$ cat config.mk
export PLATFORM = sky130hd
export DESIGN_NAME = cache_arbiter
export DESIGN_NICKNAME = d
export VERILOG_FILES = /design/src/source/mem_arb_pkg.sv /design/src/source/cache_arbiter.sv
export SDC_FILE = /design/constraint.sdc
export NUM_CORES = 1
export LEC_CHECK = 0
export ABC_AREA = 1
export ABC_CLOCK_PERIOD_IN_PS = 3700
export BUFFER_PORTS_ARGS = -buffer_cell sky130_fd_sc_hd__clkbuf_2
export CAP_MARGIN = 20
export CORE_AREA = 3 3 179 181
export CTS_CLUSTER_DIAMETER = 60
export CTS_CLUSTER_SIZE = 25
export DETAILED_ROUTE_END_ITERATION = 7
export DIE_AREA = 0 0 182 184
export GPL_TIMING_DRIVEN = 1
export PLACE_DENSITY = 0.4
export SLEW_MARGIN = 10
export SYNTH_ARGS = -nofsm -noshare
export SYNTH_HDL_FRONTEND = slang
export SYNTH_SLANG_ARGS = --single-unit
$ cat constraint.sdc
create_clock -name clk -period 3.7 [get_ports clk]
set_input_delay 0.74 -clock clk [delete_from_list [all_inputs] [get_ports clk]]
set_output_delay 0.74 -clock clk [all_outputs]
set_load 0.02 [all_outputs]
$ cat src/source/mem_arb_pkg.sv
// shared widths, line/word types, request structs and state enums; imported by all RTL files
package mem_arb_pkg;

    // bus and storage widths
    localparam int ADDR_W    = 64;    // byte address
    localparam int WORD_W    = 64;    // one RAM word, one beat
    localparam int LINE_W    = 128;   // one cache line, two beats
    localparam int MEM_LINES = 128;   // lines held by the word RAM
    localparam int BEAT_WAIT = 2;     // idle cycles before each beat, models latency

    // derived sizes
    localparam int RAM_WORDS  = 2 * MEM_LINES;          // two words per line
    localparam int OFFSET_W   = $clog2(LINE_W / 8);     // byte offset inside a line
    localparam int LINE_IDX_W = $clog2(MEM_LINES);      // line index bits
    localparam int WORD_IDX_W = $clog2(RAM_WORDS);      // line index plus beat bit
    localparam int WAIT_W     = $clog2(BEAT_WAIT + 1);  // wait counter width

    typedef logic [ADDR_W-1:0] addr_t;
    typedef logic [LINE_W-1:0] line_t;
    typedef logic [WORD_W-1:0] word_t;

    // memory operation, icache only ever reads
    typedef enum logic {
        MEM_READ  = 1'b0,
        MEM_WRITE = 1'b1
    } mem_op_e;

    // port owner
    typedef enum logic [1:0] {
        ARB_IDLE   = 2'd0,
        ARB_ICACHE = 2'd1,
        ARB_DCACHE = 2'd2
    } arb_state_e;

    // line burst sequencing
    typedef enum logic [1:0] {
        BURST_IDLE = 2'd0,  // waiting for a valid request
        BURST_WAIT = 2'd1,  // latency before a beat
        BURST_BEAT = 2'd2,  // one word moved
        BURST_RESP = 2'd3   // ready pulse with the line
    } burst_state_e;

    // icache refill request, read only so no op or wdata
    typedef struct packed {
        logic  valid;
        addr_t addr;
    } ifetch_req_t;

    // dcache request, also the arbitrated request toward memory
    typedef struct packed {
        logic    valid;
        mem_op_e op;
        addr_t   addr;
        line_t   wdata;
    } mem_req_t;

endpackage

$ cat src/source/cache_arbiter.sv
// memory port arbiter between icache and dcache; grants on acq, muxes request and ready
`timescale 1ns/1ps

module cache_arbiter (
    input  logic                     clk,
    input  logic                     rst,
    // icache side
    input  logic                     i_acq_i,
    input  mem_arb_pkg::ifetch_req_t i_req_i,
    output logic                     i_ready_o,
    // dcache side
    input  logic                     d_acq_i,
    input  mem_arb_pkg::mem_req_t    d_req_i,
    output logic                     d_ready_o,
    // memory side
    output mem_arb_pkg::mem_req_t    mem_req_o,
    input  logic                     mem_ready_i
);
    import mem_arb_pkg::*;

    arb_state_e state_q;   // current owner
    arb_state_e state_d;

    // grant register, moves the edge after acq changes
    always_ff @(posedge clk) begin
        if (rst) begin
            state_q <= ARB_IDLE;
        end else begin
            state_q <= state_d;
        end
    end

    // dcache wins a tie, owner holds while acq stays high
    always_comb begin
        state_d = state_q;
        case (state_q)
            ARB_IDLE: begin
                if (d_acq_i) begin
                    state_d = ARB_DCACHE;
                end else if (i_acq_i) begin
                    state_d = ARB_ICACHE;
                end
            end
            ARB_DCACHE: begin
                if (!d_acq_i) begin
                    state_d = ARB_IDLE;   // one idle cycle before regrant
                end
            end
            ARB_ICACHE: begin
                if (!i_acq_i) begin
                    state_d = ARB_IDLE;
                end
            end
            default: state_d = ARB_IDLE;
        endcase
    end

    // request mux and ready routing, purely from grant state
    always_comb begin
        mem_req_o    = '0;
        mem_req_o.op = MEM_READ;
        i_ready_o    = 1'b0;   // non-owner ready stays low
        d_ready_o    = 1'b0;
        case (state_q)
            ARB_DCACHE: begin
                mem_req_o = d_req_i;
                d_ready_o = mem_ready_i;
            end
            ARB_ICACHE: begin
                // widen the fetch into a read request
                mem_req_o.valid = i_req_i.valid;
                mem_req_o.op    = MEM_READ;
                mem_req_o.addr  = i_req_i.addr;
                mem_req_o.wdata = '0;          // no write data on refills
                i_ready_o       = mem_ready_i;
            end
            default: begin
                // idle: valid low, nothing routed back
            end
        endcase
    end

endmodule

==> After elaboration in Yosys (flattened, before gate mapping) <==
Cells that the tools add are included.
W data, S select, Z words.
{ "totals": {"regBits": 2, "input_bits": 264, "output_inout_bits": 196, "wordCells": 16} }
{ "classes": {"eq_ne": 5, "n_mux": 8, "n_reduce_logical": 2} }
{ "ops": {"columns": ["operator", "n"], "rows": [
  ["$pmux W194 S2", 1],
  ["$mux W2", 4],
  ["$pmux W2 S3", 1],
  ["$ne A2 B2 Y1 const B", 2],
  ["$ne A3 B3 Y1 const B", 1],
  ["$reduce_and A3 Y1", 1],
  ["$eq A2 B1 Y1 const B", 1],
  ["$eq A2 B2 Y1 const B", 1],
  ["$logic_not A2 Y1", 1],
  ["$mux W1", 2]
]} }

==> Logic depth before layout (Yosys ltp) <==
{ "depth": {"ltp_word": 3, "mapped_depth": 8} }

==> Worst setup path after synthesis <==
No wires, ideal clock.
{ "synth_timing": {"path_kind": "register to output", "start": "reg state_q[1]", "end": "out mem_req_o[108] (netlist name)", "arrival_time_ps": 1435, "t_required_ps": 2960, "path_slack_ps": 1525, "path_stages_with_launch": 8, "path_buffers": 3, "cell_sequence": "dfxtp_1 -> inv_1 -> ha_1 -> buf_2 -> nand2_1 -> buf_2 -> buf_2 -> nor2_1"} }
{ "synth_lines": {"columns": ["element", "line_no", "rtl"], "rows": [
  ["start, declared", "cache_arbiter.sv:21", "arb_state_e state_q;"],
  ["start signal, assigned", "cache_arbiter.sv:29", "state_q <= state_d;"],
  ["end, declared", "cache_arbiter.sv:16", "output mem_arb_pkg::mem_req_t mem_req_o,"]
]} }

==> metrics.csv <==
stage;metric;value;unit
critical_path;crit_arrival;2100;ps
synth;synth_ff_type;dfxtp_1;
floorplanning;core;0.03059;mm^2
floorplanning;dieArea;0.03349;mm^2
detailed_routing;wire_per_inst;13.98;um
clock_network;post_cts_buffers;0;
global_routing;met3_usage;0.02988;
placed_design;place_congestion;0.8038;
detailed_routing;antenna_left;0;
timing;fin_tns_setup;0;ps
final_layout;final_nets;1214;
clock_network;cts.sinks;2;
final_layout;area_growth;123.4;%
clock_network;tritoncts;yes;
timing;setup_slack;858.1;ps
final_layout;top_regs;state_q: 2 flops;
detailed_routing;viasPerCell;3.493;
synth;synth_cells;522;
synth;yosysSeqAreaShare;0.01794;
critical_path;endpoint_kind;output port;
timing;drv_slew;0;
critical_path;critical_path_class;register to output port;
clock_network;numCtsBuffers;3;
critical_path;startpoint_type;register;
timing;clock_skew;1.236;ps
global_routing;grt_use_met1;0.1153;
synth;ys_warn_count;0;
synth;yosysMostFrequentCell;inv_1;
placed_design;dp_slack;1040;ps
global_routing;grt_usage;0.1005;
floorplanning;die_w;182;um
timing;setup_viol;0;
timing;fin_crit;2842;ps
floorplanning;rows;64;
timing;rsz0062_at_grt;false;
detailed_routing;vias;4684;
synth;ys_seq_elements;2;
clock_network;htree_levels;1;
pwr;p_per_area;191.2;mW/mm^2
placed_design;portBuffers;459;
critical_path;crit_required;2960;ps
clock_network;cts_max_path_buffers;2;
final_layout;n_antenna_cell;0;
placed_design;dp_hpwl;16.65;mm
clock_network;cts_hold_buf;0;
synth;syn_nets;789;
worst_hold_path;hp-class;register to register;
global_routing;grt_use_met2;0.1929;
critical_path;path_max_fanout;75;
clock_network;clk_pin_slew;30;ps
clock_network;clkLatencyLatePin;220;ps
floorplanning;start_util;0.07297;
pwr;max-vdd-ir-drop;0.1623;mV
detailed_routing;drtPass1Iterations;4;
global_routing;grt_max_degree;127;
synth;synthTopCellsByCount;135 x inv_1, 131 x nand3_1, 131 x nor2_1, 74 x nand2_1, 35 x buf_2;
clock_network;cts_repair_resize_count;0;
clock_network;root_buffer;clkbuf_16;
floorplanning;dieHeight;184;um
global_routing;grt_pass1_vias;4583;
final_layout;top_register;state_q;
timing;clock.fmax;351.9;MHz
timing;hold_viol;0;
synth;avgSynthCellArea;4.276;um^2
run_status;status;finished, final reports clean;
global_routing;grt-busiest-layer;met2;
detailed_routing;drt-total-wl;18.74;mm
final_layout;largest_reg_flops;2;
global_routing;grt_pass1_wl;26.65;mm
job;max-cap-violations;0;
synth;yosysTopAreaCell;nand3_1;
synth;syn-cell-area;0.002232;mm^2
synth;synthTopCellsByArea;nand3_1 29%, inv_1 23%, nor2_1 22%;
synth;synth_cell_types;11;
critical_path;rrSetupSlack;1870;ps
global_routing;antenna_found_initial;0;
timing;relSlewSlack;0.5125;
timing;final.period_utilization;0.7681;
pwr;static-leakage-power;3.683;nW
detailed_routing;drcViolationCount;0;
detailed_routing;drt-initial-drc-count;182;
final_layout;drive_gt1_frac;0.4974;
synth;netlist.area_leader.share;0.2937;
synth;postSynth.asyncResetShare;0;
global_routing;overflow;0;
synth;synth-edff-count;0;
final_layout;fill_cells;3682;
floorplanning;io_pins;460;
timing;worstMarginPinSlew;731.2;ps
cell families (layout without fill, tap and decap cells):
| group | Yosys count | after routing | synth area share |
|---|---|---|---|
| AND/OR/NAND/NOR | 336 | 336 | 0.6385 |
| buffers and inverters | 178 | 601 | 0.3189 |
| flip-flops | 2 | 2 | 0.01794 |
| adder cells (fa/ha/maj) | 3 | 3 | 0.01682 |
| AO/OA/AOI/OAI | 3 | 3 | 0.007849 |
critical path: stages, from the launching register on:
cell	delay [ps]
dfxtp_1	350
inv_1	100
ha_4	340
nand2_4	310
buf_12	330
nor2_1	200
clkbuf_2	210
layout by cell type (no fill, tap or decap):
master and instances:
ha_2 2, nand2_1 73, clkbuf_2 459, buf_12 3, nand3_1 131, nand2_4 1
a21oi_1 2, clkbuf_16 3, ha_4 1, inv_1 135, buf_4 1, o21bai_1 1
nor2_1 131, dfxtp_1 2
final cells by class:
| cell class | count | area (um^2) | area share |
|---|---|---|---|
| Clock buffer | 3 | 75.07 | 0.01505 |
| Inverter | 135 | 506.7 | 0.1016 |
| Tap cell | 396 | 495.5 | 0.09935 |
| Timing Repair Buffer | 463 | 2365 | 0.4742 |
| Sequential cell | 2 | 40.04 | 0.008028 |
| Multi-Input combinational cell | 342 | 1505 | 0.3018 |
per-layer routing:
layer | vias to the layer above | routed length [um] | part of all wire
li1 | 2370 | - | -
met1 | 2029 | 7295 | 0.39
met2 | 281 | 9471 | 0.51
met3 | 4 | 1929 | 0.10
met4 | 0 | 48 | 0.0026
met5 | - | 0 | 0
path summary, 6_finish.rpt:
check / startpoint / endpoint / cells after the start
setup reg to reg: state_q[0] / state_q[1] / 9
hold reg to reg: state_q[1] / state_q[1] / 2
hold / removal: state_q[1] / state_q[1] / 2
setup / recovery: state_q[1] / mem_req_o[103] / 6
through the flow:
stage | utilization | power [W] | hold WS (ps) | instances | instance area (um^2)
after CTS | 0.1630 | 0.0009732 | 485.5 | 1341 | 4987
after floorplan | - | 0.0004679 | 449.7 | 522 | 2232
final | 0.1630 | 0.0009534 | 481.6 | 1341 | 4987
after global routing | 0.1630 | 0.001039 | 513.6 | 1341 | 4987
after global placement | 0.1606 | 0.0008045 | 482.0 | 1338 | 4912
after detailed placement | 0.1606 | 0.0008069 | 493.4 | 1338 | 4912
where the power goes:
| part | leakage, nW | switching [W] | internal [W] |
|---|---|---|---|
| clock | 0.0370 | 0.0000226 | 0.000137 |
| combinational | 3.63 | 0.000509 | 0.000257 |
| sequential | 0.0165 | 0.00000206 | 0.0000248 |
| total | 3.68 | 0.000534 | 0.000419 |
No activity file was read; power rests on OpenSTA's default activity.
