[config.mk]
export PLATFORM = sky130hd
export DESIGN_NAME = line_burst_ctrl
export DESIGN_NICKNAME = d
export VERILOG_FILES = /design/src/source/mem_arb_pkg.sv /design/src/source/line_burst_ctrl.sv
export SDC_FILE = /design/constraint.sdc
export NUM_CORES = 1
export LEC_CHECK = 0
export BUFFER_PORTS_ARGS = -buffer_cell sky130_fd_sc_hd__buf_2
export CAP_MARGIN = 0
export CORE_AREA = 5 5 178 180
export CTS_CLUSTER_SIZE = 20
export DETAILED_ROUTE_END_ITERATION = 10
export DIE_AREA = 0 0 183 185
export GPL_ROUTABILITY_DRIVEN = 1
export PLACE_DENSITY = 0.6
export SLEW_MARGIN = 10
export SYNTH_ARGS = -nofsm -noshare
export SYNTH_HDL_FRONTEND = slang
export SYNTH_SLANG_ARGS = --single-unit
[constraint.sdc]
create_clock -name clk -period 23.9 [get_ports clk]
set_input_delay 4.78 -clock clk [delete_from_list [all_inputs] [get_ports clk]]
set_output_delay 4.78 -clock clk [all_outputs]
set_load 0.005 [all_outputs]
[src/source/mem_arb_pkg.sv]
// shared widths, line/word types, request structs and state enums; imported by all RTL files
package mem_arb_pkg;

    // bus and storage widths
    localparam int ADDR_W    = 64;    // byte address
    localparam int WORD_W    = 64;    // one RAM word, one beat
    localparam int LINE_W    = 128;   // one cache line, two beats
    localparam int MEM_LINES = 128;   // lines held by the word RAM
    localparam int BEAT_WAIT = 2;     // idle cycles before each beat, models latency

    // derived sizes
    localparam int RAM_WORDS  = 2 * MEM_LINES;          // two words per line
    localparam int OFFSET_W   = $clog2(LINE_W / 8);     // byte offset inside a line
    localparam int LINE_IDX_W = $clog2(MEM_LINES);      // line index bits
    localparam int WORD_IDX_W = $clog2(RAM_WORDS);      // line index plus beat bit
    localparam int WAIT_W     = $clog2(BEAT_WAIT + 1);  // wait counter width

    typedef logic [ADDR_W-1:0] addr_t;
    typedef logic [LINE_W-1:0] line_t;
    typedef logic [WORD_W-1:0] word_t;

    // memory operation, icache only ever reads
    typedef enum logic {
        MEM_READ  = 1'b0,
        MEM_WRITE = 1'b1
    } mem_op_e;

    // port owner
    typedef enum logic [1:0] {
        ARB_IDLE   = 2'd0,
        ARB_ICACHE = 2'd1,
        ARB_DCACHE = 2'd2
    } arb_state_e;

    // line burst sequencing
    typedef enum logic [1:0] {
        BURST_IDLE = 2'd0,  // waiting for a valid request
        BURST_WAIT = 2'd1,  // latency before a beat
        BURST_BEAT = 2'd2,  // one word moved
        BURST_RESP = 2'd3   // ready pulse with the line
    } burst_state_e;

    // icache refill request, read only so no op or wdata
    typedef struct packed {
        logic  valid;
        addr_t addr;
    } ifetch_req_t;

    // dcache request, also the arbitrated request toward memory
    typedef struct packed {
        logic    valid;
        mem_op_e op;
        addr_t   addr;
        line_t   wdata;
    } mem_req_t;

endpackage

[src/source/line_burst_ctrl.sv]
// line burst controller; moves one 128-bit line as two 64-bit word RAM beats, then pulses ready
`timescale 1ns/1ps

module line_burst_ctrl (
    input  logic                                 clk,
    input  logic                                 rst,
    // arbitrated request
    input  mem_arb_pkg::mem_req_t                req_i,
    output logic                                 ready_o,
    output mem_arb_pkg::line_t                   rdata_o,
    // word RAM port
    output logic                                 ram_we_o,
    output logic [mem_arb_pkg::WORD_IDX_W-1:0]   ram_idx_o,
    output mem_arb_pkg::word_t                   ram_wdata_o,
    input  mem_arb_pkg::word_t                   ram_rdata_i
);
    import mem_arb_pkg::*;

    burst_state_e            state_q;
    logic [WAIT_W-1:0]       wait_cnt_q;   // cycles spent in BURST_WAIT
    logic                    beat_q;       // 0 low word, 1 high word

    // latched request payload
    addr_t                   addr_q;
    mem_op_e                 op_q;
    line_t                   wdata_q;
    line_t                   line_q;       // read beats reassembled here

    logic [LINE_IDX_W-1:0]   line_idx;

    // line index sits above the 16-byte offset, wraps at MEM_LINES
    assign line_idx = addr_q[OFFSET_W +: LINE_IDX_W];

    // even word holds the low half, odd word the high half
    assign ram_idx_o   = {line_idx, beat_q};
    assign ram_we_o    = (state_q == BURST_BEAT) && (op_q == MEM_WRITE);
    assign ram_wdata_o = beat_q ? wdata_q[LINE_W-1:WORD_W] : wdata_q[WORD_W-1:0];

    assign ready_o = (state_q == BURST_RESP);   // exactly one cycle
    assign rdata_o = line_q;

    // sequencing: idle, wait, beat, wait, beat, resp
    always_ff @(posedge clk) begin
        if (rst) begin
            state_q    <= BURST_IDLE;
            wait_cnt_q <= '0;
            beat_q     <= 1'b0;
        end else begin
            case (state_q)
                BURST_IDLE: begin
                    if (req_i.valid) begin
                        state_q    <= BURST_WAIT;
                        wait_cnt_q <= '0;
                        beat_q     <= 1'b0;
                    end
                end
                BURST_WAIT: begin
                    if (wait_cnt_q == WAIT_W'(BEAT_WAIT - 1)) begin
                        state_q    <= BURST_BEAT;
                        wait_cnt_q <= '0;
                    end else begin
                        wait_cnt_q <= wait_cnt_q + 1'b1;
                    end
                end
                BURST_BEAT: begin
                    if (beat_q) begin
                        state_q <= BURST_RESP;   // both words done
                    end else begin
                        state_q <= BURST_WAIT;
                        beat_q  <= 1'b1;
                    end
                end
                BURST_RESP: begin
                    state_q <= BURST_IDLE;   // client drops valid on this edge
                end
                default: state_q <= BURST_IDLE;
            endcase
        end
    end

    // request capture on accept
    always_ff @(posedge clk) begin
        if ((state_q == BURST_IDLE) && req_i.valid) begin
            addr_q  <= req_i.addr;
            op_q    <= req_i.op;
            wdata_q <= req_i.wdata;
        end
    end

    // read data capture
    // the index is already stable through the wait cycles, so the RAM word
    // for this beat is on ram_rdata_i one cycle after it was addressed
    always_ff @(posedge clk) begin
        if ((state_q == BURST_BEAT) && (op_q == MEM_READ)) begin
            if (beat_q) begin
                line_q[LINE_W-1:WORD_W] <= ram_rdata_i;   // high half
            end else begin
                line_q[WORD_W-1:0] <= ram_rdata_i;        // low half
            end
        end
    end

endmodule

Yosys cells after proc, flatten, opt, wreduce, memory -nomap -nowiden --
Index checks and enable logic that the tools add are counted.
Operators by class: add/sub/neg operators 1, eq/ne operators 6, multiplexer cells 10, bitwise logic cells 2, reductions and logical operators 11
Operators by type and width (count):
- $mux W64 | 1
- $mux W2 | 5
- $reduce_and A2 Y1 | 5
- $pmux W2 S4 | 1
- $eq A2 B1 Y1 const B | 2
- $eq A2 B2 Y1 const B | 2
- $ne A2 B2 Y1 const B | 2
- $pmux W2 S2 | 1
- $reduce_bool A2 Y1 | 2
- $logic_and A1 B1 Y1 | 3
- $add A2 B1 Y2 const B | 1
- $logic_not A2 Y1 | 1
- $not A1 Y1 | 2
- $pmux W1 S2 | 1
- $mux W1 | 1
Storage, ports and cells: register bits after elaboration 273, logic and storage cells 38

Depth between registers and ports, before layout --
Gate-level depths: netlist of run 1.
word-level depth 3, mapped depth 5, mapped depth without buffers 3

Worst setup path after synthesis of run 1 --
OpenSTA, ideal clock, no wires.
kind input to register, from in req_i[193] in the netlist's numbering, to reg addr_q[10] (enable), arrival 10.513 ns, path slack 12.755 ns, cell stages on the path 2, buffers on the path 0, path through nand2b_1 -> nor2_1
On the way: word-level cells in the longest chain between the ends 1
Ends and longest elaborated chain:
- start, declared | RTL line line_burst_ctrl.sv:8 | input mem_arb_pkg::mem_req_t req_i,
- $logic_and A1 B1 Y1 | RTL line line_burst_ctrl.sv:83 | if ((state_q == BURST_IDLE) && req_i.valid) begin
- end signal, assigned | RTL line line_burst_ctrl.sv:84 | addr_q <= req_i.addr;
- end, declared | RTL line line_burst_ctrl.sv:24 | addr_t addr_q;
Every way passes these cells. A chain may end at the register's enable or synchronous reset.

Worst setup path in the final report of run 1 --
from reg beat_q, to out ram_wdata_o[38]
On the way: word-level cells in the longest chain between the ends 1
Ends and longest elaborated chain:
- start, declared | RTL line line_burst_ctrl.sv:21 | logic beat_q;
- start signal, assigned | RTL line line_burst_ctrl.sv:47 | beat_q <= 1'b0;
- start signal, assigned | RTL line line_burst_ctrl.sv:54 | beat_q <= 1'b0;
- start signal, assigned | RTL line line_burst_ctrl.sv:70 | beat_q <= 1'b1;
- $mux W64 | RTL line line_burst_ctrl.sv:37 | assign ram_wdata_o = beat_q ? wdata_q[LINE_W-1:WORD_W] : wdata_q[WORD_W-1:0];
- end, declared | RTL line line_burst_ctrl.sv:14 | output mem_arb_pkg::word_t ram_wdata_o,
Every way passes these cells.

==> results of run 1 <==
[through the flow]
step | utilization | cells | setup slack [ps] | total power, mW
final | 0.4119 | 1210 | 16750 | 1.002
after detailed placement | 0.3833 | 1162 | 16910 | 0.6064
after CTS | 0.4118 | 1209 | 16650 | 1.019
after floorplan | - | 366 | 12750 | 0.5757
after global placement | 0.3833 | 1162 | 16920 | 0.6042
after global routing | 0.4118 | 1209 | 16590 | 1.044
[sequential cells by signal, indices dropped and copies added (netlist names)]
signal and flops:
wdata_q 128, state_q 2, op_q 1, rdata_o 128, addr_q 7, beat_q 1, wait_cnt_q 2
[power breakdown]
part	total (mW)	switching, mW	internal, mW
logic	0.0503	0.0242	0.0261
registers	0.545	0.00453	0.540
clock network	0.407	0.167	0.240
total	1.00	0.196	0.806
[cell families after synthesis]
group,synth area share
DFF,0.8910
muxes,0.08665
and+or+nand+nor,0.009443
buffers and inverters,0.008888
AOI/OAI and AO/OA,0.004027
[cell usage after synthesis]
master	n	area, um^2
a21oi_1	3	15.01
a32oi_1	1	8.760
and2_1	2	12.51
and3b_1	1	8.760
buf_2	4	20.02
buf_4	1	7.510
buf_6	4	45.04
dfxtp_1	5	100.1
edfxtp_1	264	7928
inv_1	2	7.510
mux2_2	48	540.5
mux2_4	16	240.2
nand2_1	1	3.750
nand2b_1	1	6.260
nor2_1	5	18.77
nor2b_1	2	12.51
nor3_1	3	15.01
nor3b_1	1	7.510
o21ai_0	1	5.000
o21bai_1	1	7.510
[routing by layer]
| layer | routed length, um | vias up |
|---|---|---|
| li1 | - | 2322 |
| met1 | 7382 | 2427 |
| met2 | 11220 | 277 |
| met3 | 3151 | 41 |
| met4 | 574 | 4 |
| met5 | 14 | - |
[path summary, 6_finish.rpt]
path                               from                    endpoint  slack (ps)  depth (start not counted)
max                 beat_q$_SDFFE_PP0P_             ram_wdata_o[38]       16750                          3
min          wait_cnt_q[1]$_SDFFE_PP0P_  wait_cnt_q[1]$_SDFFE_PP0P_         460                          2
max reg2reg     state_q[0]$_SDFFE_PP0P_       wdata_q[11]$_DFFE_PP_       21400                          3
min reg2reg  wait_cnt_q[1]$_SDFFE_PP0P_  wait_cnt_q[1]$_SDFFE_PP0P_         460                          2
[final cells by class]
| cell class | count | area, um^2 |
|---|---|---|
| repair buffers | 409 | 2059 |
| well taps | 396 | 495.5 |
| diodes | 1 | 2.502 |
| fillers | 2762 | 17660 |
| flip-flops and latches | 269 | 8031 |
| multi-input cells | 86 | 915.9 |
| inverters | 2 | 7.507 |
| clock buffers | 35 | 748.2 |
| clock inverters | 12 | 108.9 |
[critical path: stages (launching register included)]
cell and delay (ps):
dfxtp_4 490, buf_4 710, mux2_2 420, buf_2 150
==> reports/results.ini, run 1 <==
[status]
status = finished clean

[yosys]
ys_ff_latch = 269
synth_cell_types = 20
syn-mean-instance-area_um2 = 24.62
syn-cell-area_um2 = 9010
syn_inst = 366
yosys_warnings = 0
synth-seq-area-share = 0.8910
synth.net_count = 626

[sta]
fin_crit_sh = 0.2990
fmax_mhz = 139.9
slew_headroom = 0.3367
whs_ps = 461.9
slew_viol_final = 0
setup_tns_ps = 0
finClkSkew_ps = 4.626
setup_viol = 0
worst_pin_slew_ps = 994.9
finalCriticalPeriod_ps = 7146
hold_viol_final = 0
rsz0062_at_grt = false

[detailed_routing]
viasPerCell = 4.191
drt_first_iter_violations = 175
vias = 5071
post_drt_wl_per_cell_um = 18.47
drc = 0
antenna_left = 0
dr.pass1.iters = 4
routed_wl_um = 22340

[clocking]
cts_hold_buf = 0
cts_setup_buffers = 0
clock_latency_ps = 530
cts_max_path_buffers = 3
h-tree-depth = 1
clk_pin_slew_ps = 60
cts.sinks = 269
cts_tree = yes
cts_buffers = 28
cts.repair.resized = 0
clockRootBuffer = clkbuf_16

[min_path]
min_path_type = reg -> reg

[global_route]
top_usage_layer = met2
grtUsageMet2 = 0.2192
grt_max_degree = 78
grt_pass1_wl_um = 31910
grt_pass1_vias = 5561
gr-total-overflow = 0
grt_use_met3 = 0.06913
grt.total_usage = 0.1229
antenna_found_initial = 4
grt_use_met1 = 0.1218

[worst_setup_path]
cp_max_fo = 55
cp-end-kind = output port
required_ps = 19120
critPathKind = reg -> out
startpoint_type = flop
worst-endpoint-arrival_ps = 2370

[finish]
layout_commonest_cell = buf_2
final_area_um2 = 12370
final_cell_mix = buf_2 (404), edfxtp_1 (264), mux2_2 (48), clkbuf_16 (29), mux2_4 (16)
drive_gt1_frac = 0.6310
nets = 1056
syn2layout_area_growth_pct = 37.29

[die]
dieArea_um2 = 33860
fp.coreArea_um2 = 30030
start_util = 0.3000
die_w_um = 183
num_rows = 64
die_h_um = 185
ios = 462

[power_and_ir_drop]
p_leak_nw = 4.857
power.density_nw_per_um2 = 81.01
ir_worst_vdd_mv = 0.06409

[place]
place_area_um2 = 11510
gp_congestion = 0.7515
hpwl_um = 16520
port-buffer-count = 404

[run]
maxCapViolCount = 0

(Power assumes the default switching activity.)
==> inputs of run 2 (changes only) <==
--- a/config.mk
+++ b/config.mk
@@ -7,12 +7,12 @@
 export LEC_CHECK = 0
 export BUFFER_PORTS_ARGS = -buffer_cell sky130_fd_sc_hd__buf_2
 export CAP_MARGIN = 0
-export CORE_AREA = 5 5 178 180
+export CORE_AREA = 5 5 175 177
 export CTS_CLUSTER_SIZE = 20
 export DETAILED_ROUTE_END_ITERATION = 10
-export DIE_AREA = 0 0 183 185
+export DIE_AREA = 0 0 180 182
 export GPL_ROUTABILITY_DRIVEN = 1
-export PLACE_DENSITY = 0.6
+export PLACE_DENSITY = 0.62
 export SLEW_MARGIN = 10
 export SYNTH_ARGS = -nofsm -noshare
 export SYNTH_HDL_FRONTEND = slang
==> constraint.sdc (replaced) <==
create_clock -name clk -period 6.9 [get_ports clk]
set_input_delay 1.38 -clock clk [delete_from_list [all_inputs] [get_ports clk]]
set_output_delay 1.38 -clock clk [all_outputs]
set_load 0.005 [all_outputs]
==> reports/results.ini, run 2 (synthesis results as in run 1) <==
[finish]
layout_commonest_cell = buf_2
nets = 1056
drive_gt1_frac = 0.6279
fin_util = 0.4261
final_area_um2 = 12390
ff_latch_area_um2 = 8031
final_cell_mix = buf_2 (404), edfxtp_1 (264), mux2_2 (48), clkbuf_16 (29), mux2_4 (16)
multi_input_area_um2 = 915.9
fillers = 2619
syn2layout_area_growth_pct = 37.56

[clocking]
cts_hold_buf = 0
cts_max_path_buffers = 3
cts.repair.resized = 0
cts_setup_buffers = 0
cts_buffers = 29
clockRootBuffer = clkbuf_16
h-tree-depth = 1
cts_tree = yes
clock_latency_ps = 530
clk_pin_slew_ps = 60
cts.sinks = 269

[worst_setup_path]
required_ps = 5520
worst-endpoint-arrival_ps = 2360
critPathBufInv = 2
startpoint_type = flop
critPathMaxStageDelay_ps = 620
crit_chain = buf_4, mux2_2, buf_2
cp_max_fo = 46
crit_family = buffers and inverters
cp-end-kind = output port
critPathKind = reg -> out
worst_path_max_delay_cell = buf_4

[die]
die_w_um = 180
ios = 462
start_util = 0.3098
dieArea_um2 = 32760
die_h_um = 182
num_rows = 63
fp.coreArea_um2 = 29090

[place]
place_area_um2 = 11510
hpwl_um = 16630
port-buffer-count = 404
gp_congestion = 0.7929

[global_route]
gr-total-overflow = 0
grt_use_met3 = 0.07312
grt_pass1_vias = 5610
top_usage_layer = met2
grt_max_degree = 137
antenna_found_initial = 5
grt_use_met1 = 0.1314
grt_pass1_wl_um = 33390
grt.total_usage = 0.1313
grtUsageMet2 = 0.2316

[sta]
hold_viol_final = 0
worst_pin_slew_ps = 898.8
slew_viol_final = 0
fmax_mhz = 267.7
finalCriticalPeriod_ps = 3735
finClkSkew_ps = 7.575
whs_ps = 458.1
setup_tns_ps = 0
rsz0062_at_grt = false
fin_crit_sh = 0.5414
slew_headroom = 0.4008
setup_viol = 0

[min_path]
min_path_type = reg -> reg

[detailed_routing]
viasPerCell = 4.196
drt_first_iter_violations = 201
drc = 0
post_drt_wl_per_cell_um = 18.78
antenna_left = 0
dr.pass1.iters = 4
routed_wl_um = 22740
vias = 5081

[power_and_ir_drop]
power.density_nw_per_um2 = 281.9
p_leak_nw = 4.867
ir_worst_vdd_mv = 0.2054

[status]
status = finished clean

[run]
maxCapViolCount = 0

[run 2: cell types whose count changed in the layout (fill, tap and decap cells not counted), sizes merged]
cell	previous run	this run
clkinv	8	15
diode	1	4
clkbuf	35	33
buf	409	408
[run 2: metal layers]
metal | share of wire | vias up
li1 | - | 2331
met1 | 0.33 | 2419
met2 | 0.51 | 282
met3 | 0.14 | 47
met4 | 0.031 | 2
met5 | 0.00031 | -
[run 2: worst paths after layout]
kind / startpoint / endpoint / slack (ps) / cells past startpoint
worst max-delay path: beat_q$_SDFFE_PP0P_ / ram_wdata_o[24] / 3160 / 3
worst min-delay path: wait_cnt_q[1]$_SDFFE_PP0P_ / wait_cnt_q[1]$_SDFFE_PP0P_ / 460 / 2
worst max register to register: beat_q$_SDFFE_PP0P_ / rdata_o[76]$_DFFE_PP_ / 4290 / 3
worst min register to register: wait_cnt_q[1]$_SDFFE_PP0P_ / wait_cnt_q[1]$_SDFFE_PP0P_ / 460 / 2
[run 2: cell type report]
type                    instances  area share
clock inverters                19     0.01100
well taps                     390     0.03937
multi-input cells              86     0.07389
flip-flops and latches        269      0.6480
clock buffers                  33     0.05976
diodes                          4   0.0008076
inverters                       2   0.0006057
repair buffers                408      0.1666
[run 2: report_power, final]
part           leakage [nW]  internal [mW]  switching, mW  total (mW)
clock network         0.424          0.835          0.596        1.43
registers              2.49           1.87         0.0161        1.89
logic                  1.95         0.0913         0.0845       0.176
total                  4.87           2.80          0.696        3.49
[run 2: worst min-delay path, delay by kind of cell, from the launching register on]
kind / cells / cell delay (ps)
flip-flops: 1 / 300
buffers and inverters: 1 / 60
AND/OR/NAND/NOR: 1 / 50
[run 2: per-stage QoR]
step           setup slack, ps  instances  power, mW
2_1_floorplan            952.4        366      1.989
3_3_place_gp              3660       1155      2.094
3_5_place_dp              3658       1155      2.103
4_1_cts                   3066       1207      3.549
5_1_grt                   3015       1209      3.643
6_report                  3165       1211      3.493
